### src/nand_cpu_pkg.sv
package nand_cpu_pkg;

    localparam int word_w = 8;
    localparam int reg_count = 16;
    localparam int reg_addr_w = 4;

    typedef enum logic [2:0] {
        alu_cl,
        alu_cp,
        alu_nand,
        alu_ls,
        alu_rs,
        alu_eq,
        alu_ne,
        alu_li
    } alu_op_t;

    typedef enum logic {
        mem_read,
        mem_write
    } mem_op_t;

    // One instruction byte, register form or immediate form
    typedef union packed {
        struct packed {
            logic [3:0] opcode;
            logic [reg_addr_w-1:0] rt;
        } reg_form;
        struct packed {
            logic [1:0] cls;        // 2'b10 is LI, 2'b11 with shift[1] set is INT/HLT
            logic [1:0] shift;
            logic [3:0] immdt;
        } imm_form;
    } instr_t;

    typedef struct packed {
        logic valid;
        logic use_ra;
        logic use_rt;
        logic [reg_addr_w-1:0] rt_addr;
        logic use_rw;
        logic [reg_addr_w-1:0] rw_addr;
        logic read_ps;
        logic write_ps;
        logic use_immdt;
        logic [3:0] immdt;
        logic [1:0] shift;
        logic mem_access;
        mem_op_t mem_op;
        logic jump;
        logic branch;
        logic interrupt;
        logic halt;
        alu_op_t alu_op;
    } decoded_t;

endpackage

### src/decoder.sv
module decoder (
    input logic valid,
    input nand_cpu_pkg::instr_t instr,
    output nand_cpu_pkg::decoded_t dec
);

    import nand_cpu_pkg::*;

    always_comb begin
        dec = '0;
        dec.valid = valid;
        dec.rt_addr = instr.reg_form.rt;
        dec.rw_addr = '0;                               // Accumulator unless CP or JRL
        dec.immdt = instr.imm_form.immdt;
        dec.shift = instr.imm_form.shift;
        dec.mem_op = mem_read;
        dec.alu_op = alu_cl;
        if (instr.imm_form.cls == 2'b10) begin           // LI
            dec.use_ra = 1'b1;
            dec.use_rw = 1'b1;
            dec.use_immdt = 1'b1;
            dec.alu_op = alu_li;
        end else if (instr.imm_form.cls == 2'b11 && instr.imm_form.shift[1]) begin
            dec.use_immdt = 1'b1;
            if (instr.imm_form.shift[0]) begin
                dec.halt = 1'b1;                         // HLT
            end else begin
                dec.interrupt = 1'b1;                    // INT
            end
        end else begin
            case (instr.reg_form.opcode)
                4'h0: begin
                    dec.use_rw = 1'b1;
                    if (instr.reg_form.rt == '0) begin
                        dec.alu_op = alu_cl;             // CL
                    end else begin
                        dec.use_ra = 1'b1;               // CP
                        dec.rw_addr = instr.reg_form.rt;
                        dec.alu_op = alu_cp;
                    end
                end
                4'h1: begin
                    dec.use_ra = 1'b1;
                    dec.use_rt = 1'b1;
                    dec.use_rw = 1'b1;
                    dec.alu_op = alu_nand;
                end
                4'h2: begin
                    dec.use_ra = 1'b1;
                    dec.use_rt = 1'b1;
                    dec.use_rw = 1'b1;
                    dec.alu_op = alu_ls;
                end
                4'h3: begin
                    dec.use_ra = 1'b1;
                    dec.use_rt = 1'b1;
                    dec.use_rw = 1'b1;
                    dec.alu_op = alu_rs;
                end
                4'h4: begin
                    dec.use_ra = 1'b1;
                    dec.use_rt = 1'b1;
                    dec.write_ps = 1'b1;
                    dec.alu_op = alu_eq;
                end
                4'h5: begin
                    dec.use_ra = 1'b1;
                    dec.use_rt = 1'b1;
                    dec.write_ps = 1'b1;
                    dec.alu_op = alu_ne;
                end
                4'h6: begin
                    dec.use_rt = 1'b1;                   // BR
                    dec.read_ps = 1'b1;
                    dec.branch = 1'b1;
                end
                4'h7: begin
                    dec.use_rt = 1'b1;                   // JRL
                    dec.use_rw = 1'b1;
                    dec.rw_addr = instr.reg_form.rt;
                    dec.jump = 1'b1;
                end
                4'hc: begin
                    dec.use_rt = 1'b1;                   // LD
                    dec.use_rw = 1'b1;
                    dec.mem_access = 1'b1;
                    dec.mem_op = mem_read;
                end
                4'hd: begin
                    dec.use_ra = 1'b1;                   // ST
                    dec.use_rt = 1'b1;
                    dec.mem_access = 1'b1;
                    dec.mem_op = mem_write;
                end
                default: begin
                end
            endcase
        end
    end

    always_comb begin
        if (dec.valid) begin
            assert ($onehot0({dec.jump, dec.branch, dec.mem_access, dec.interrupt, dec.halt}))
                else $error("decoder: conflicting control for instr %h", instr);
        end
    end

endmodule

### src/regfile.sv
module regfile (
    input logic clk,
    input logic reset,
    input nand_cpu_pkg::decoded_t dec,
    input logic [nand_cpu_pkg::word_w-1:0] alu_result,
    input logic alu_ps,
    input logic [nand_cpu_pkg::word_w-1:0] mem_rdata,
    input logic [nand_cpu_pkg::word_w-1:0] link,
    output logic [nand_cpu_pkg::word_w-1:0] ra_value,
    output logic [nand_cpu_pkg::word_w-1:0] rt_value,
    output logic ps
);

    import nand_cpu_pkg::*;

    logic [reg_count-1:0][word_w-1:0] regs;
    logic [word_w-1:0] wb_data;

    always_comb begin
        if (dec.mem_access) begin
            wb_data = mem_rdata;                         // LD
        end else if (dec.jump) begin
            wb_data = link;                              // JRL return address
        end else begin
            wb_data = alu_result;
        end
    end

    always_ff @(posedge clk) begin
        if (reset) begin
            regs <= '0;
            ps <= 1'b0;
        end else if (dec.valid) begin
            if (dec.use_rw) begin
                regs[dec.rw_addr] <= wb_data;
            end
            if (dec.write_ps) begin
                ps <= alu_ps;
            end
        end
    end

    assign ra_value = regs[0];
    assign rt_value = regs[dec.rt_addr];

    // Architectural state frozen while halted
    assert property (@(posedge clk) disable iff (reset)
        !dec.valid |=> $stable(regs) && $stable(ps))
        else $error("regfile: state changed without a valid instruction");

endmodule

### src/alu.sv
module alu (
    input nand_cpu_pkg::decoded_t dec,
    input logic [nand_cpu_pkg::word_w-1:0] ra_value,
    input logic [nand_cpu_pkg::word_w-1:0] rt_value,
    output logic [nand_cpu_pkg::word_w-1:0] result,
    output logic ps_out
);

    import nand_cpu_pkg::*;

    logic [2:0] shamt;
    logic [word_w-1:0] imm_value;

    assign shamt = rt_value[2:0];                        // Shift distance 0 to 7

    // Immediate placed 0 to 3 bits up, top bits dropped
    assign imm_value = word_w'(dec.immdt) << dec.shift;

    always_comb begin
        result = '0;
        ps_out = 1'b0;
        case (dec.alu_op)
            alu_cl: begin
                result = '0;
            end
            alu_cp: begin
                result = ra_value;                       // r0 into rt
            end
            alu_nand: begin
                result = ~(ra_value & rt_value);
            end
            alu_ls: begin
                result = ra_value << shamt;
            end
            alu_rs: begin
                result = ra_value >> shamt;
            end
            alu_eq: begin
                ps_out = (ra_value == rt_value);
            end
            alu_ne: begin
                ps_out = (ra_value != rt_value);
            end
            alu_li: begin
                result = imm_value;
            end
            default: begin
                result = '0;
            end
        endcase
    end

endmodule

### src/fetch_unit.sv
module fetch_unit (
    input logic clk,
    input logic reset,
    input nand_cpu_pkg::decoded_t dec,
    input logic [nand_cpu_pkg::word_w-1:0] rt_value,
    input logic ps,
    output logic [nand_cpu_pkg::word_w-1:0] pc,
    output logic [nand_cpu_pkg::word_w-1:0] link,
    output logic valid,
    output logic halted,
    output logic int_valid,
    output logic [3:0] int_code
);

    import nand_cpu_pkg::*;

    logic taken;
    logic [word_w-1:0] next_pc;

    assign valid = !halted && !reset;
    assign link = pc + word_w'(1);
    assign taken = dec.jump || (dec.branch && dec.read_ps && ps);

    always_comb begin
        if (dec.halt) begin
            next_pc = pc;                                // Park on the HLT word
        end else if (taken) begin
            next_pc = rt_value;
        end else begin
            next_pc = link;
        end
    end

    always_ff @(posedge clk) begin
        if (reset) begin
            pc <= '0;
            halted <= 1'b0;
            int_valid <= 1'b0;
        end else begin
            int_valid <= dec.valid && dec.interrupt;     // Single cycle pulse
            if (dec.valid) begin
                pc <= next_pc;
                if (dec.halt) begin
                    halted <= 1'b1;
                end
            end
        end
    end

    always_ff @(posedge clk) begin
        if (dec.valid && dec.interrupt) begin
            int_code <= dec.immdt;
        end
    end

    assert property (@(posedge clk) disable iff (reset) halted |=> $stable(pc))
        else $error("fetch_unit: pc moved while halted");

endmodule

### src/nand_cpu.sv
module nand_cpu (
    input logic clk,
    input logic reset,
    output logic [nand_cpu_pkg::word_w-1:0] imem_addr,
    input logic [nand_cpu_pkg::word_w-1:0] imem_data,
    output logic [nand_cpu_pkg::word_w-1:0] dmem_addr,
    output logic [nand_cpu_pkg::word_w-1:0] dmem_wdata,
    output logic dmem_we,
    input logic [nand_cpu_pkg::word_w-1:0] dmem_rdata,
    output logic int_valid,
    output logic [3:0] int_code,
    output logic halted
);

    import nand_cpu_pkg::*;

    instr_t instr;
    decoded_t dec;
    logic valid;
    logic ps;
    logic alu_ps;
    logic [word_w-1:0] ra_value;
    logic [word_w-1:0] rt_value;
    logic [word_w-1:0] alu_result;
    logic [word_w-1:0] pc;
    logic [word_w-1:0] link;

    assign instr = imem_data;
    assign imem_addr = pc;
    assign dmem_addr = rt_value;
    assign dmem_wdata = ra_value;                        // ST writes r0
    assign dmem_we = dec.valid && dec.mem_access && (dec.mem_op == mem_write);

    decoder decoder_i (
        .valid(valid),
        .instr(instr),
        .dec(dec)
    );

    regfile regfile_i (
        .clk(clk),
        .reset(reset),
        .dec(dec),
        .alu_result(alu_result),
        .alu_ps(alu_ps),
        .mem_rdata(dmem_rdata),
        .link(link),
        .ra_value(ra_value),
        .rt_value(rt_value),
        .ps(ps)
    );

    alu alu_i (
        .dec(dec),
        .ra_value(ra_value),
        .rt_value(rt_value),
        .result(alu_result),
        .ps_out(alu_ps)
    );

    fetch_unit fetch_unit_i (
        .clk(clk),
        .reset(reset),
        .dec(dec),
        .rt_value(rt_value),
        .ps(ps),
        .pc(pc),
        .link(link),
        .valid(valid),
        .halted(halted),
        .int_valid(int_valid),
        .int_code(int_code)
    );

endmodule

### config.mk
export PLATFORM = sky130hd
export DESIGN_NAME = nand_cpu
export DESIGN_NICKNAME = d
export VERILOG_FILES = /design/src/nand_cpu_pkg.sv /design/src/decoder.sv /design/src/regfile.sv /design/src/alu.sv /design/src/fetch_unit.sv /design/src/nand_cpu.sv
export SDC_FILE = /design/constraint.sdc
export NUM_CORES = 1
export LEC_CHECK = 0
export BUFFER_PORTS_ARGS = -buffer_cell sky130_fd_sc_hd__buf_2
export CAP_MARGIN = 40
export CORE_UTILIZATION = 51
export CTS_CLUSTER_DIAMETER = 60
export DETAILED_ROUTE_END_ITERATION = 16
export HOLD_SLACK_MARGIN = 0.06
export PLACE_DENSITY = 0.69
export SYNTH_ARGS = -nofsm -noshare
export SYNTH_HDL_FRONTEND = slang
export SYNTH_SLANG_ARGS = --single-unit
### constraint.sdc
create_clock -name clk -period 6.9 [get_ports clk]
set_input_delay 0.345 -clock clk [delete_from_list [all_inputs] [get_ports clk]]
set_output_delay 0.345 -clock clk [all_outputs]
set_load 0.03 [all_outputs]
==> results of run 1 <==
[cell type report]
class | instances | share of cell area (%)
multi-input combinational | 590 | 49.36
sequential | 143 | 34.38
clock buffer | 22 | 5.868
timing repair buffer | 74 | 5.735
tap | 180 | 2.667
clock inverter | 9 | 1.541
inverter | 10 | 0.4446
[per-layer routing]
metal  part of all wire (%)  vias up  wire (um)
li1                       -     3121          -
met1                     43     3245       9102
met2                     46      314       9720
met3                    7.1       77       1509
met4                    4.8        0       1019
met5                      0        -          0
[cell usage in the layout (no fill, tap or decap), drive strengths merged, types with 6 or more instances in the layout]
master and count:
nor2 74, a221oi 11, xnor2 6, mux4 34
inv 9, mux2i 19, a22oi 9, a211oi 44
clkbuf 22, dfxtp 139, nand2 37, ha 10
and3 6, o31ai 13, o21ai 74, a21oi 109
or3 6, clkinv 6, nor2b 8, mux2 7
nor3 17, nand3 48, nor4 7, buf 74
[worst max-delay path by stage]
stage,from,to,slack (ns),cells after the start
3_3_place_gp,imem_data[1],regfile_i.ra_value[0],2.25,8
6_report,imem_data[2],regfile_i.regs[24],2.73,14
2_1_floorplan,imem_data[0],regfile_i.regs[44],3.19,13
3_5_place_dp,imem_data[2],regfile_i.regs[24],2.36,14
4_1_cts,imem_data[2],regfile_i.regs[24],2.80,14
5_1_grt,imem_data[2],regfile_i.regs[72],2.41,14
[flip-flops by register name, indices dropped and copies added (netlist names)]
register and cells:
regfile_i.ra_value 8, fetch_unit_i.pc 8, fetch_unit_i.int_code 4, regfile_i.ps 1, regfile_i.regs 120, fetch_unit_i.int_valid 1
fetch_unit_i.halted 1
[per-stage QoR]
stage          total power, uW  utilization, %  worst slack (ns)  instance area (um2)  hold WS (ns)
6_report                  2045           59.90             2.727                 8443        0.2262
5_1_grt                   2108           59.90             2.412                 8443        0.2482
4_1_cts                   2047           59.90             2.802                 8443        0.2171
3_5_place_dp              1091           55.46             2.356                 7818        0.4552
3_3_place_gp              1077           54.15             2.251                 7634        0.4411
2_1_floorplan             1030               -             3.186                 7497        0.4315
[worst max-delay path, delay by kind of cell]
kind / cells / cell delay (ns)
simple gates: 2 / 0.38
fa+ha+maj: 1 / 0.18
mux: 1 / 0.24
buf+inv: 3 / 1.19
compound gates: 7 / 2.11
[power breakdown]
group / leakage, uW / internal [uW] / total (uW) / switching [uW]
Sequential: 0.00116 / 839 / 859 / 19.7
Clock: 0.000307 / 616 / 966 / 351
Combinational: 0.00159 / 72.3 / 220 / 148
Total: 0.00305 / 1530 / 2050 / 518
[kinds of logic after synthesis]
kind of cell	count (synthesis)
XOR/XNOR	7
buffers and inverters	95
flip-flops	143
AND/OR/NAND/NOR	223
multiplexers	60
AO/OA/AOI/OAI	290
adder cells (fa/ha/maj)	10
==> results by group, run 1 <==
Clock tree
  – CTS tree: built
  – CTS Root Cell: clkbuf_16
  – # hold bufs at CTS: 0
  – Clk_lat worst skew: 0.43 ns
  – Clock-pin slew on the worst setup and hold paths: 0.06 ns
  – Setup bufs post-CTS: 0
  – Clk sinks: 143
  – CTS Buffer Depth: 2
  – TritonCTS Buffers: 17
  – Post-cts resize count: 0
  – CTS H-Tree Depth: 4

Global routing
  – Met3 usage: 6.135%
  – Top Usage Layer GRT: met2
  – Initial antenna violation count: 0
  – Largest net degree at the start of global routing: 60
  – Met1 Track Usage GR: 37.91%
  – Grt total ovfl: 0
  – Total GRT Usage: 29.40%
  – Vias in the first global route: 6275
  – GR Layer Usage met2: 45.60%
  – Global-route wire length before repair: 33650 um

Synth
  – Post-synth EDFFs: 4
  – Adder-cell share of the synthesized area: 1.669%
  – Yosys reg bits: 143
  – Synth Area in Simple Gates: 14.49%
  – Ys flop type: dfxtp_1
  – Area contributors post-synth: dfxtp_1 37%, mux4_2 10%, a21oi_1 6.7%
  – Unique masters post-synth: 69
  – Post-Syn Area: 0.007497 mm2
  – Post-synthesis mux area share: 13.90%
  – Cell taking the most area after synthesis: dfxtp_1
  – Syn nets: 856
  – Async S/R FF share, synth: 0%
  – Xor/xnor share of the synthesized area: 0.8178%
  – Most frequent cell after synthesis: dfxtp_1
  – Mapped Cells: 828
  – Register area share after synthesis: 38.72%
  – Top post-synthesis cells by count: 139 x dfxtp_1, 101 x a21oi_1, 74 x nor2_1, 65 x o21ai_0, 54 x clkbuf_1
  – Mapped Avg Cell Area: 9.055 um2
  – Synth Area in Compound Gates: 24.63%
  – YS warnings: 0
  – Largest family of logic cells by synthesized area: compound AO/OA/AOI/OAI gates
  – Yosys top cell area share: 37.12%

Drt
  – Via Count: 6757
  – Total Wirelength: 21350 um
  – WL/cell: 20.77 um
  – Routed vias/inst: 6.573
  – # DRC: 0
  – 1st-iter DRT viols: 725
  – Final ANT Viol Nets: 0
  – Drt pass-1 iters: 5

Layout
  – Area taken by multi-input logic gates: 0.004168 mm2
  – Diode count: 0
  – Area growth from synthesis to layout: 12.62%
  – Fill cells: 1218
  – Share of layout cells above drive strength 1: 20.17%
  – Non-Filler Instances: 1028
  – Final net count: 864
  – Sequential Area: 0.002903 mm2

Timing
  – Clk_skew: 0.007654 ns
  – Minimum clock period: 4.173 ns
  – Slew @ Worst Pin: 0.9772 ns
  – Slew HR: 34.61%
  – Slew Limit Fails: 0
  – Tcrit/Tclk final: 60.48%
  – # setup viols final: 0
  – Peak Freq: 239.6 MHz
  – Setup_tns: 0 ns
  – Fin. Hold Viols: 0
  – Unrepaired setup endpoints after global routing: false

Critical path
  – Critical path cell sequence: buf_2 > mux2i_1 > a22oi_1 > a21o_1 > nand2_1 > inv_1 > ha_1 > or3_1 > a21oi_1 > a211oi_1 > o31ai_1 > a2111oi_4 > buf_6 > a21oi_2
  – Crit Path Category: in -> reg
  – Crit-path slowest cell: a2111oi_4
  – Worst EP required: 7.19 ns
  – Reg2Reg Depth: 13
  – R2r setup slk: 2.90 ns
  – Startpoint Class: input port
  – RR Startpoint: regfile_i.ra_value[0]
  – Crit-path max FO: 33
  – RR Endpoint: regfile_i.regs[24]
  – Critical Path AT: 4.46 ns
  – Setup crit end kind: flip-flop
  – Max stage delay on crit path: 0.78 ns

Die
  – Die Ht: 123.2 um
  – # rows: 43
  – Initial Util: 53.19%
  – I/O Pins: 49
  – Core Box Area: 0.01410 mm2
  – Total die area: 0.01519 mm2
  – Die W: 123.2 um

Hold path
  – Hold Path Origin: dmem_rdata[4]
  – Worst hold endpoint: regfile_i.ra_value[4]
  – Hold path cells: 3
  – Worst Hold Class: in -> reg

Power
  – P_leak: 0.003053 uW
  – Total power density per cell area: 242.3 mW/mm2
  – Maximum VDD drop: 0.1686 mV

Placement
  – Post-placement cell count: 997
  – DP HPWL: 14810 um
  – IO buf count: 48
  – Final Wtd Congestion: 0.9251

Run
  – Max-cap violations: 0

Status
  – Status: completed
No activity file was read; power rests on OpenSTA's default activity.
==> inputs of run 2 (changes only) <==
--- a/config.mk
+++ b/config.mk
@@ -11,7 +11,7 @@
 export CTS_CLUSTER_DIAMETER = 60
 export DETAILED_ROUTE_END_ITERATION = 16
 export HOLD_SLACK_MARGIN = 0.06
-export PLACE_DENSITY = 0.69
+export PLACE_DENSITY = 0.72
 export SYNTH_ARGS = -nofsm -noshare
 export SYNTH_HDL_FRONTEND = slang
 export SYNTH_SLANG_ARGS = --single-unit
==> constraint.sdc (replaced) <==
create_clock -name clk -period 3.4 [get_ports clk]
set_input_delay 0.17 -clock clk [delete_from_list [all_inputs] [get_ports clk]]
set_output_delay 0.17 -clock clk [all_outputs]
set_load 0.03 [all_outputs]
==> run 2 against run 1 <==
  * Register-to-register slack got worse by 2.6 ns
  * Sequential power increased by 100%
  * Via count is 5.8% higher
  * Global-route usage rose by 3.1 points
  * Critical endpoint is now regfile_i.regs[79]
  * Setup slack worse by 2.4 ns
  * Clock skew up 0.0015 ns
  * Wire length up 9.3%
  * Critical path type is now reg -> reg
  * Utilization increased by 2.6 points
==> results by group, run 2 (synthesized netlist as in run 1, its figures left out) <==
Status
  – Status: completed

Drt
  – Routed vias/inst: 6.625
  – # DRC: 0
  – 1st-iter DRT viols: 942
  – Met2 wire length: 10560 um
  – Drt pass-1 iters: 6
  – Total Wirelength: 23330 um
  – Via Count: 7148
  – WL/cell: 21.62 um
  – Met1 wire length: 9519 um
  – Final ANT Viol Nets: 0
  – Top sig layer: met4
  – DR WL met3: 1957 um

Die
  – # rows: 43
  – Core Box Area: 0.01410 mm2
  – Die Ht: 123.2 um
  – Initial Util: 53.19%
  – Die W: 123.2 um
  – Total die area: 0.01519 mm2
  – I/O Pins: 49

Placement
  – Final Wtd Congestion: 0.9979
  – Pre-CTS setup slack: -0.1402 ns
  – IO buf count: 48
  – Post-placement cell count: 1042
  – DP HPWL: 16080 um

Critical path
  – Critical Path AT: 3.39 ns
  – RR Endpoint: regfile_i.regs[79]
  – Crit-path max FO: 11
  – Setup crit end kind: flip-flop
  – Startpoint Class: flip-flop
  – Crit Path Category: reg -> reg
  – Reg2Reg Depth: 8
  – RR Startpoint: regfile_i.regs[113]
  – R2r setup slk: 0.31 ns
  – Worst EP required: 3.69 ns

Layout
  – Share of layout cells above drive strength 1: 24.25%
  – Commonest cells after routing, fill and taps aside: 139 x dfxtp_1, 101 x a21oi_1, 74 x nor2_1
  – Most flops, register: regfile_i.regs
  – Diode count: 0
  – Non-Filler Instances: 1079
  – Most common cell after layout, fill and taps aside: dfxtp_1
  – Area growth from synthesis to layout: 17.49%
  – Sequential Area: 0.002903 mm2
  – Area taken by multi-input logic gates: 0.004175 mm2
  – Max reg flops: 120
  – Final net count: 914
  – Fill cells: 1148

Power
  – Pint: 2952 uW
  – Sequential Power Share: 42.1%
  – Total power density per cell area: 464.8 mW/mm2
  – Psw: 1142 uW
  – Maximum VDD drop: 0.3776 mV
  – Clock power share: 45.1%
  – P_leak: 0.003298 uW
  – Combinational share of power: 12.8%
  – Sw Ratio: 27.89%

Clock tree
  – Setup bufs post-CTS: 0
  – CTS Buffer Depth: 2
  – Clk_lat worst skew: 0.43 ns
  – Clock-pin slew on the worst setup and hold paths: 0.06 ns
  – Clk sinks: 143
  – CTS tree: built
  – CTS Root Cell: clkbuf_16
  – CTS H-Tree Depth: 4
  – TritonCTS Buffers: 17

Timing
  – Slew @ Worst Pin: 0.9022 ns
  – Minimum clock period: 3.092 ns
  – WHS: 0.07969 ns
  – Fin. Hold Viols: 0
  – Peak Freq: 323.4 MHz
  – Setup_tns: 0 ns
  – # setup viols final: 0
  – Tcrit/Tclk final: 90.95%
  – Final worst setup slack: 0.3076 ns
  – Unrepaired setup endpoints after global routing: false
  – Slew Limit Fails: 0
  – Clk_skew: 0.009117 ns
  – Slew HR: 39.86%

Hold path
  – Hold Path Origin: dmem_rdata[6]
  – Worst Hold Class: in -> reg
  – Hold path cells: 3
  – Worst hold endpoint: regfile_i.ra_value[6]

Global routing
  – Initial antenna violation count: 0
  – Total GRT Usage: 32.54%
  – Vias in the first global route: 6753
  – Grt total ovfl: 0
  – Largest net degree at the start of global routing: 94
  – Global-route wire length before repair: 36960 um

Run
  – Max-cap violations: 0
## run 2: changes by cell type in the layout (fill, tap and decap cells not counted), moves of 2 or more
cell           before  now
bufinv_16           3    1
inv_8               0    2
clkinv_4            2    4
buf_12              2    5
buf_4              17   65
buf_6               5    0
inv_6               0    3
dlygate4sd3_1       0    5
## run 2: metrics by stage
step	area (um2)	total power [uW]	utilization, %
floorplan	7500	2090	-
global placement	8134	2257	57.70
detailed placement	8167	2264	57.94
CTS	8798	4095	62.42
global route	8808	4213	62.49
finish	8808	4094	62.49
## run 2: final cells by class
| cell class | instances | share of cell area [%] |
|---|---|---|
| multi-input combinational | 590 | 47.40 |
| sequential | 143 | 32.95 |
| timing repair buffer | 124 | 10.06 |
| clock buffer | 19 | 5.142 |
| tap | 180 | 2.557 |
| clock inverter | 13 | 1.463 |
| inverter | 10 | 0.4261 |
## run 2: worst max-delay path, stage by stage, from the launching register on
cell      delay, ns
dfxtp_1        0.33
mux4_2         0.47
mux4_2         0.62
mux2_2         0.33
a21oi_1        0.16
a211oi_1       0.08
a211oi_2       0.53
buf_4          0.29
o21ai_0        0.13
## run 2: power by group through the flow
stage          Clock (uW)  Sequential (uW)  Combinational, uW
4_1_cts              1860             1720                513
5_1_grt              1930             1720                563
2_1_floorplan           0             1770                320
3_3_place_gp            0             1760                500
3_5_place_dp            0             1760                507
6_report             1850             1720                525
## run 2: worst max path at each step
stage	depth (start not counted)	from	end	slack (ns)
detailed placement	11	imem_data[0]	regfile_i.ra_value[5]	-0.14
global placement	11	imem_data[0]	regfile_i.ra_value[5]	-0.10
finish	8	regfile_i.regs[113]	regfile_i.regs[79]	0.31
global route	13	regfile_i.regs[56]	regfile_i.regs[80]	0.15
CTS	8	regfile_i.regs[113]	regfile_i.regs[92]	0.25
floorplan	13	imem_data[0]	regfile_i.regs[44]	0.05
## run 2: per-layer routing
metal	vias up	track usage, %
met5	-	0
met3	86	6.596
met1	3415	42.12
li1	3214	-
met2	433	49.27
met4	0	21.39
## run 2: timing repair
action,CTS,global route
resized for setup,0,2
setup endpoints to repair,0,6
endpoints found under the hold margin,5,0
hold buffers,5,0
==> inputs of run 3 (changes only) <==
--- a/config.mk
+++ b/config.mk
@@ -11,6 +11,7 @@
 export CTS_CLUSTER_DIAMETER = 60
 export DETAILED_ROUTE_END_ITERATION = 16
 export HOLD_SLACK_MARGIN = 0.06
+export MAX_ROUTING_LAYER = met4
 export PLACE_DENSITY = 0.72
 export SYNTH_ARGS = -nofsm -noshare
 export SYNTH_HDL_FRONTEND = slang
==> run 3 against run 2 <==
  * Cell area decreased by 0.13%
  * Global-route usage increased by 1.3 points
  * Highest routed layer unchanged
  * Critical path depth unchanged
  * Sequential cell count unchanged
  * Sequential share of layout area about the same
  * Die area unchanged
  * Clock skew increased by 0.0017 ns
  * Setup slack got worse by 0.16 ns
==> results by group, run 3 (synthesized netlist as in run 1, its figures left out) <==
Drt
  – # DRC: 0
  – Met2 wire length: 10990 um
  – Met1 wire length: 9674 um
  – WL/cell: 22.07 um
  – Total Wirelength: 23680 um
  – Final ANT Viol Nets: 0
  – DR WL met3: 1921 um
  – Via Count: 7043
  – Drt pass-1 iters: 6
  – Routed vias/inst: 6.564
  – Top sig layer: met4
  – 1st-iter DRT viols: 1005

Global routing
  – Initial antenna violation count: 0
  – Largest net degree at the start of global routing: 94
  – Grt total ovfl: 0
  – Total GRT Usage: 33.88%
  – Global-route wire length before repair: 37230 um
  – Vias in the first global route: 6772

Critical path
  – Critical path cell sequence: mux4_2 > mux4_2 > buf_12 > mux2_2 > a21oi_1 > o31ai_1 > a21oi_2 > a211oi_1
  – Startpoint Class: flip-flop
  – WP buf/inv: 1
  – Setup crit end kind: flip-flop
  – Crit-path slowest cell: mux4_2
  – Critical Path AT: 3.53 ns
  – Crit-path max FO: 16
  – Most Frequent Cell on Critical Path: mux4_2
  – CP top delay family: multiplexers
  – Max stage delay on crit path: 0.62 ns
  – Worst EP required: 3.68 ns
  – Crit Path Category: reg -> reg

Power
  – Total power density per cell area: 479.0 mW/mm2
  – Clock power share: 46.8%
  – Sequential Power Share: 40.9%
  – Combinational share of power: 12.3%
  – Psw: 1139 uW
  – Sw Ratio: 27.04%
  – P_leak: 0.003266 uW
  – Maximum VDD drop: 0.3793 mV
  – Pint: 3074 uW

Clock tree
  – Clock-pin slew on the worst setup and hold paths: 0.06 ns
  – CTS H-Tree Depth: 4
  – Setup bufs post-CTS: 0
  – Clk sinks: 143
  – CTS Root Cell: clkbuf_16
  – CTS tree: built
  – TritonCTS Buffers: 17
  – CTS Buffer Depth: 2
  – Clk_lat worst skew: 0.43 ns

Timing
  – Slew @ Worst Pin: 0.9437 ns
  – Tcrit/Tclk final: 95.53%
  – Slew HR: 37.09%
  – Clk_skew: 0.01080 ns
  – Minimum clock period: 3.248 ns
  – # setup viols final: 0
  – Unrepaired setup endpoints after global routing: false
  – Fin. Hold Viols: 0
  – Peak Freq: 307.9 MHz
  – Slew Limit Fails: 0

Layout
  – Most flops, register: regfile_i.regs
  – Non-Filler Instances: 1073
  – Fin util: 62.41%
  – Area growth from synthesis to layout: 17.34%
  – Fill cells: 1146
  – Max reg flops: 120
  – Share of layout cells above drive strength 1: 23.63%
  – Commonest cells after routing, fill and taps aside: 139 x dfxtp_1, 101 x a21oi_1, 74 x nor2_1
  – Final net count: 908
  – Most common cell after layout, fill and taps aside: dfxtp_1
  – Diode count: 0

Placement
  – IO buf count: 48
  – Final Wtd Congestion: 1.010
  – DP HPWL: 15880 um
  – Post-placement cell count: 1036

Die
  – Core Box Area: 0.01410 mm2
  – # rows: 43
  – Die W: 123.2 um
  – Initial Util: 53.19%
  – Total die area: 0.01519 mm2
  – I/O Pins: 49
  – Die Ht: 123.2 um

Hold path
  – Worst Hold Class: in -> reg

Run
  – Max-cap violations: 0

Status
  – Status: completed
-- run 3: cell types whose count changed in the layout (fill, tap and decap cells not counted), sizes merged --
cell,previous run,this run
clkinvlp,0,2
inv,14,13
buf,118,112
clkbuf,20,19
bufinv,1,3
clkdlybuf4s18,0,1
clkinv,8,5
-- run 3: through the flow --
stage | area (um2) | hold slack, ns | power [uW] | TNS (ns) | setup WS (ns)
after CTS | 8797 | 0.07405 | 4211 | 0 | 0.2128
after global placement | 8109 | 0.4402 | 2255 | -1.107 | -0.1054
final | 8797 | 0.09173 | 4214 | 0 | 0.1520
after detailed placement | 8127 | 0.4533 | 2259 | -0.6370 | -0.09238
after floorplan | 7500 | 0.2689 | 2090 | 0 | 0.04527
after global routing | 8797 | 0.1070 | 4332 | 0 | 0.04619
-- run 3: cell type report --
class	instances	area [um2]	share of cell area, %
clock buffers	19	442.9	5.035
clock inverters	13	177.7	2.020
inverters	10	37.54	0.4267
multi-input cells	590	4168	47.38
flip-flops and latches	143	2903	33.00
well taps	180	225.2	2.560
repair buffers	118	843.3	9.586
-- run 3: worst min-delay path: stages --
cell	delay, ns
buf_2	0.10
nor2_1	0.12
o41ai_1	0.08
-- run 3: worst paths after layout --
path / cells after the start / slack [ns] / from / to
min: 3 / 0.09 / dmem_rdata[6] / regfile_i.ra_value[6]
max reg2reg: 8 / 0.15 / regfile_i.regs[121] / regfile_i.regs[36]
max: 8 / 0.15 / regfile_i.regs[121] / regfile_i.regs[36]
min reg2reg: 2 / 0.46 / regfile_i.regs[118] / regfile_i.regs[118]
-- run 3: timing repair --
| item | CTS | global route |
|---|---|---|
| hold buffers | 5 | 0 |
| endpoints found under the hold margin | 5 | 0 |
| resized for setup | 0 | 0 |
-- run 3: layer usage --
metal	up-vias	GRT usage, %
li1	3202	-
met1	3380	41.60
met2	383	52.48
met3	78	6.734
met4	0	18.30
met5	-	-
-- run 3: power groups by stage --
stage | Sequential, uW | Combinational, uW | Clock, uW
finish | 1720 | 518 | 1970
global route | 1730 | 550 | 2060
CTS | 1720 | 507 | 1980
detailed placement | 1760 | 498 | 0
global placement | 1760 | 495 | 0
floorplan | 1770 | 320 | 0
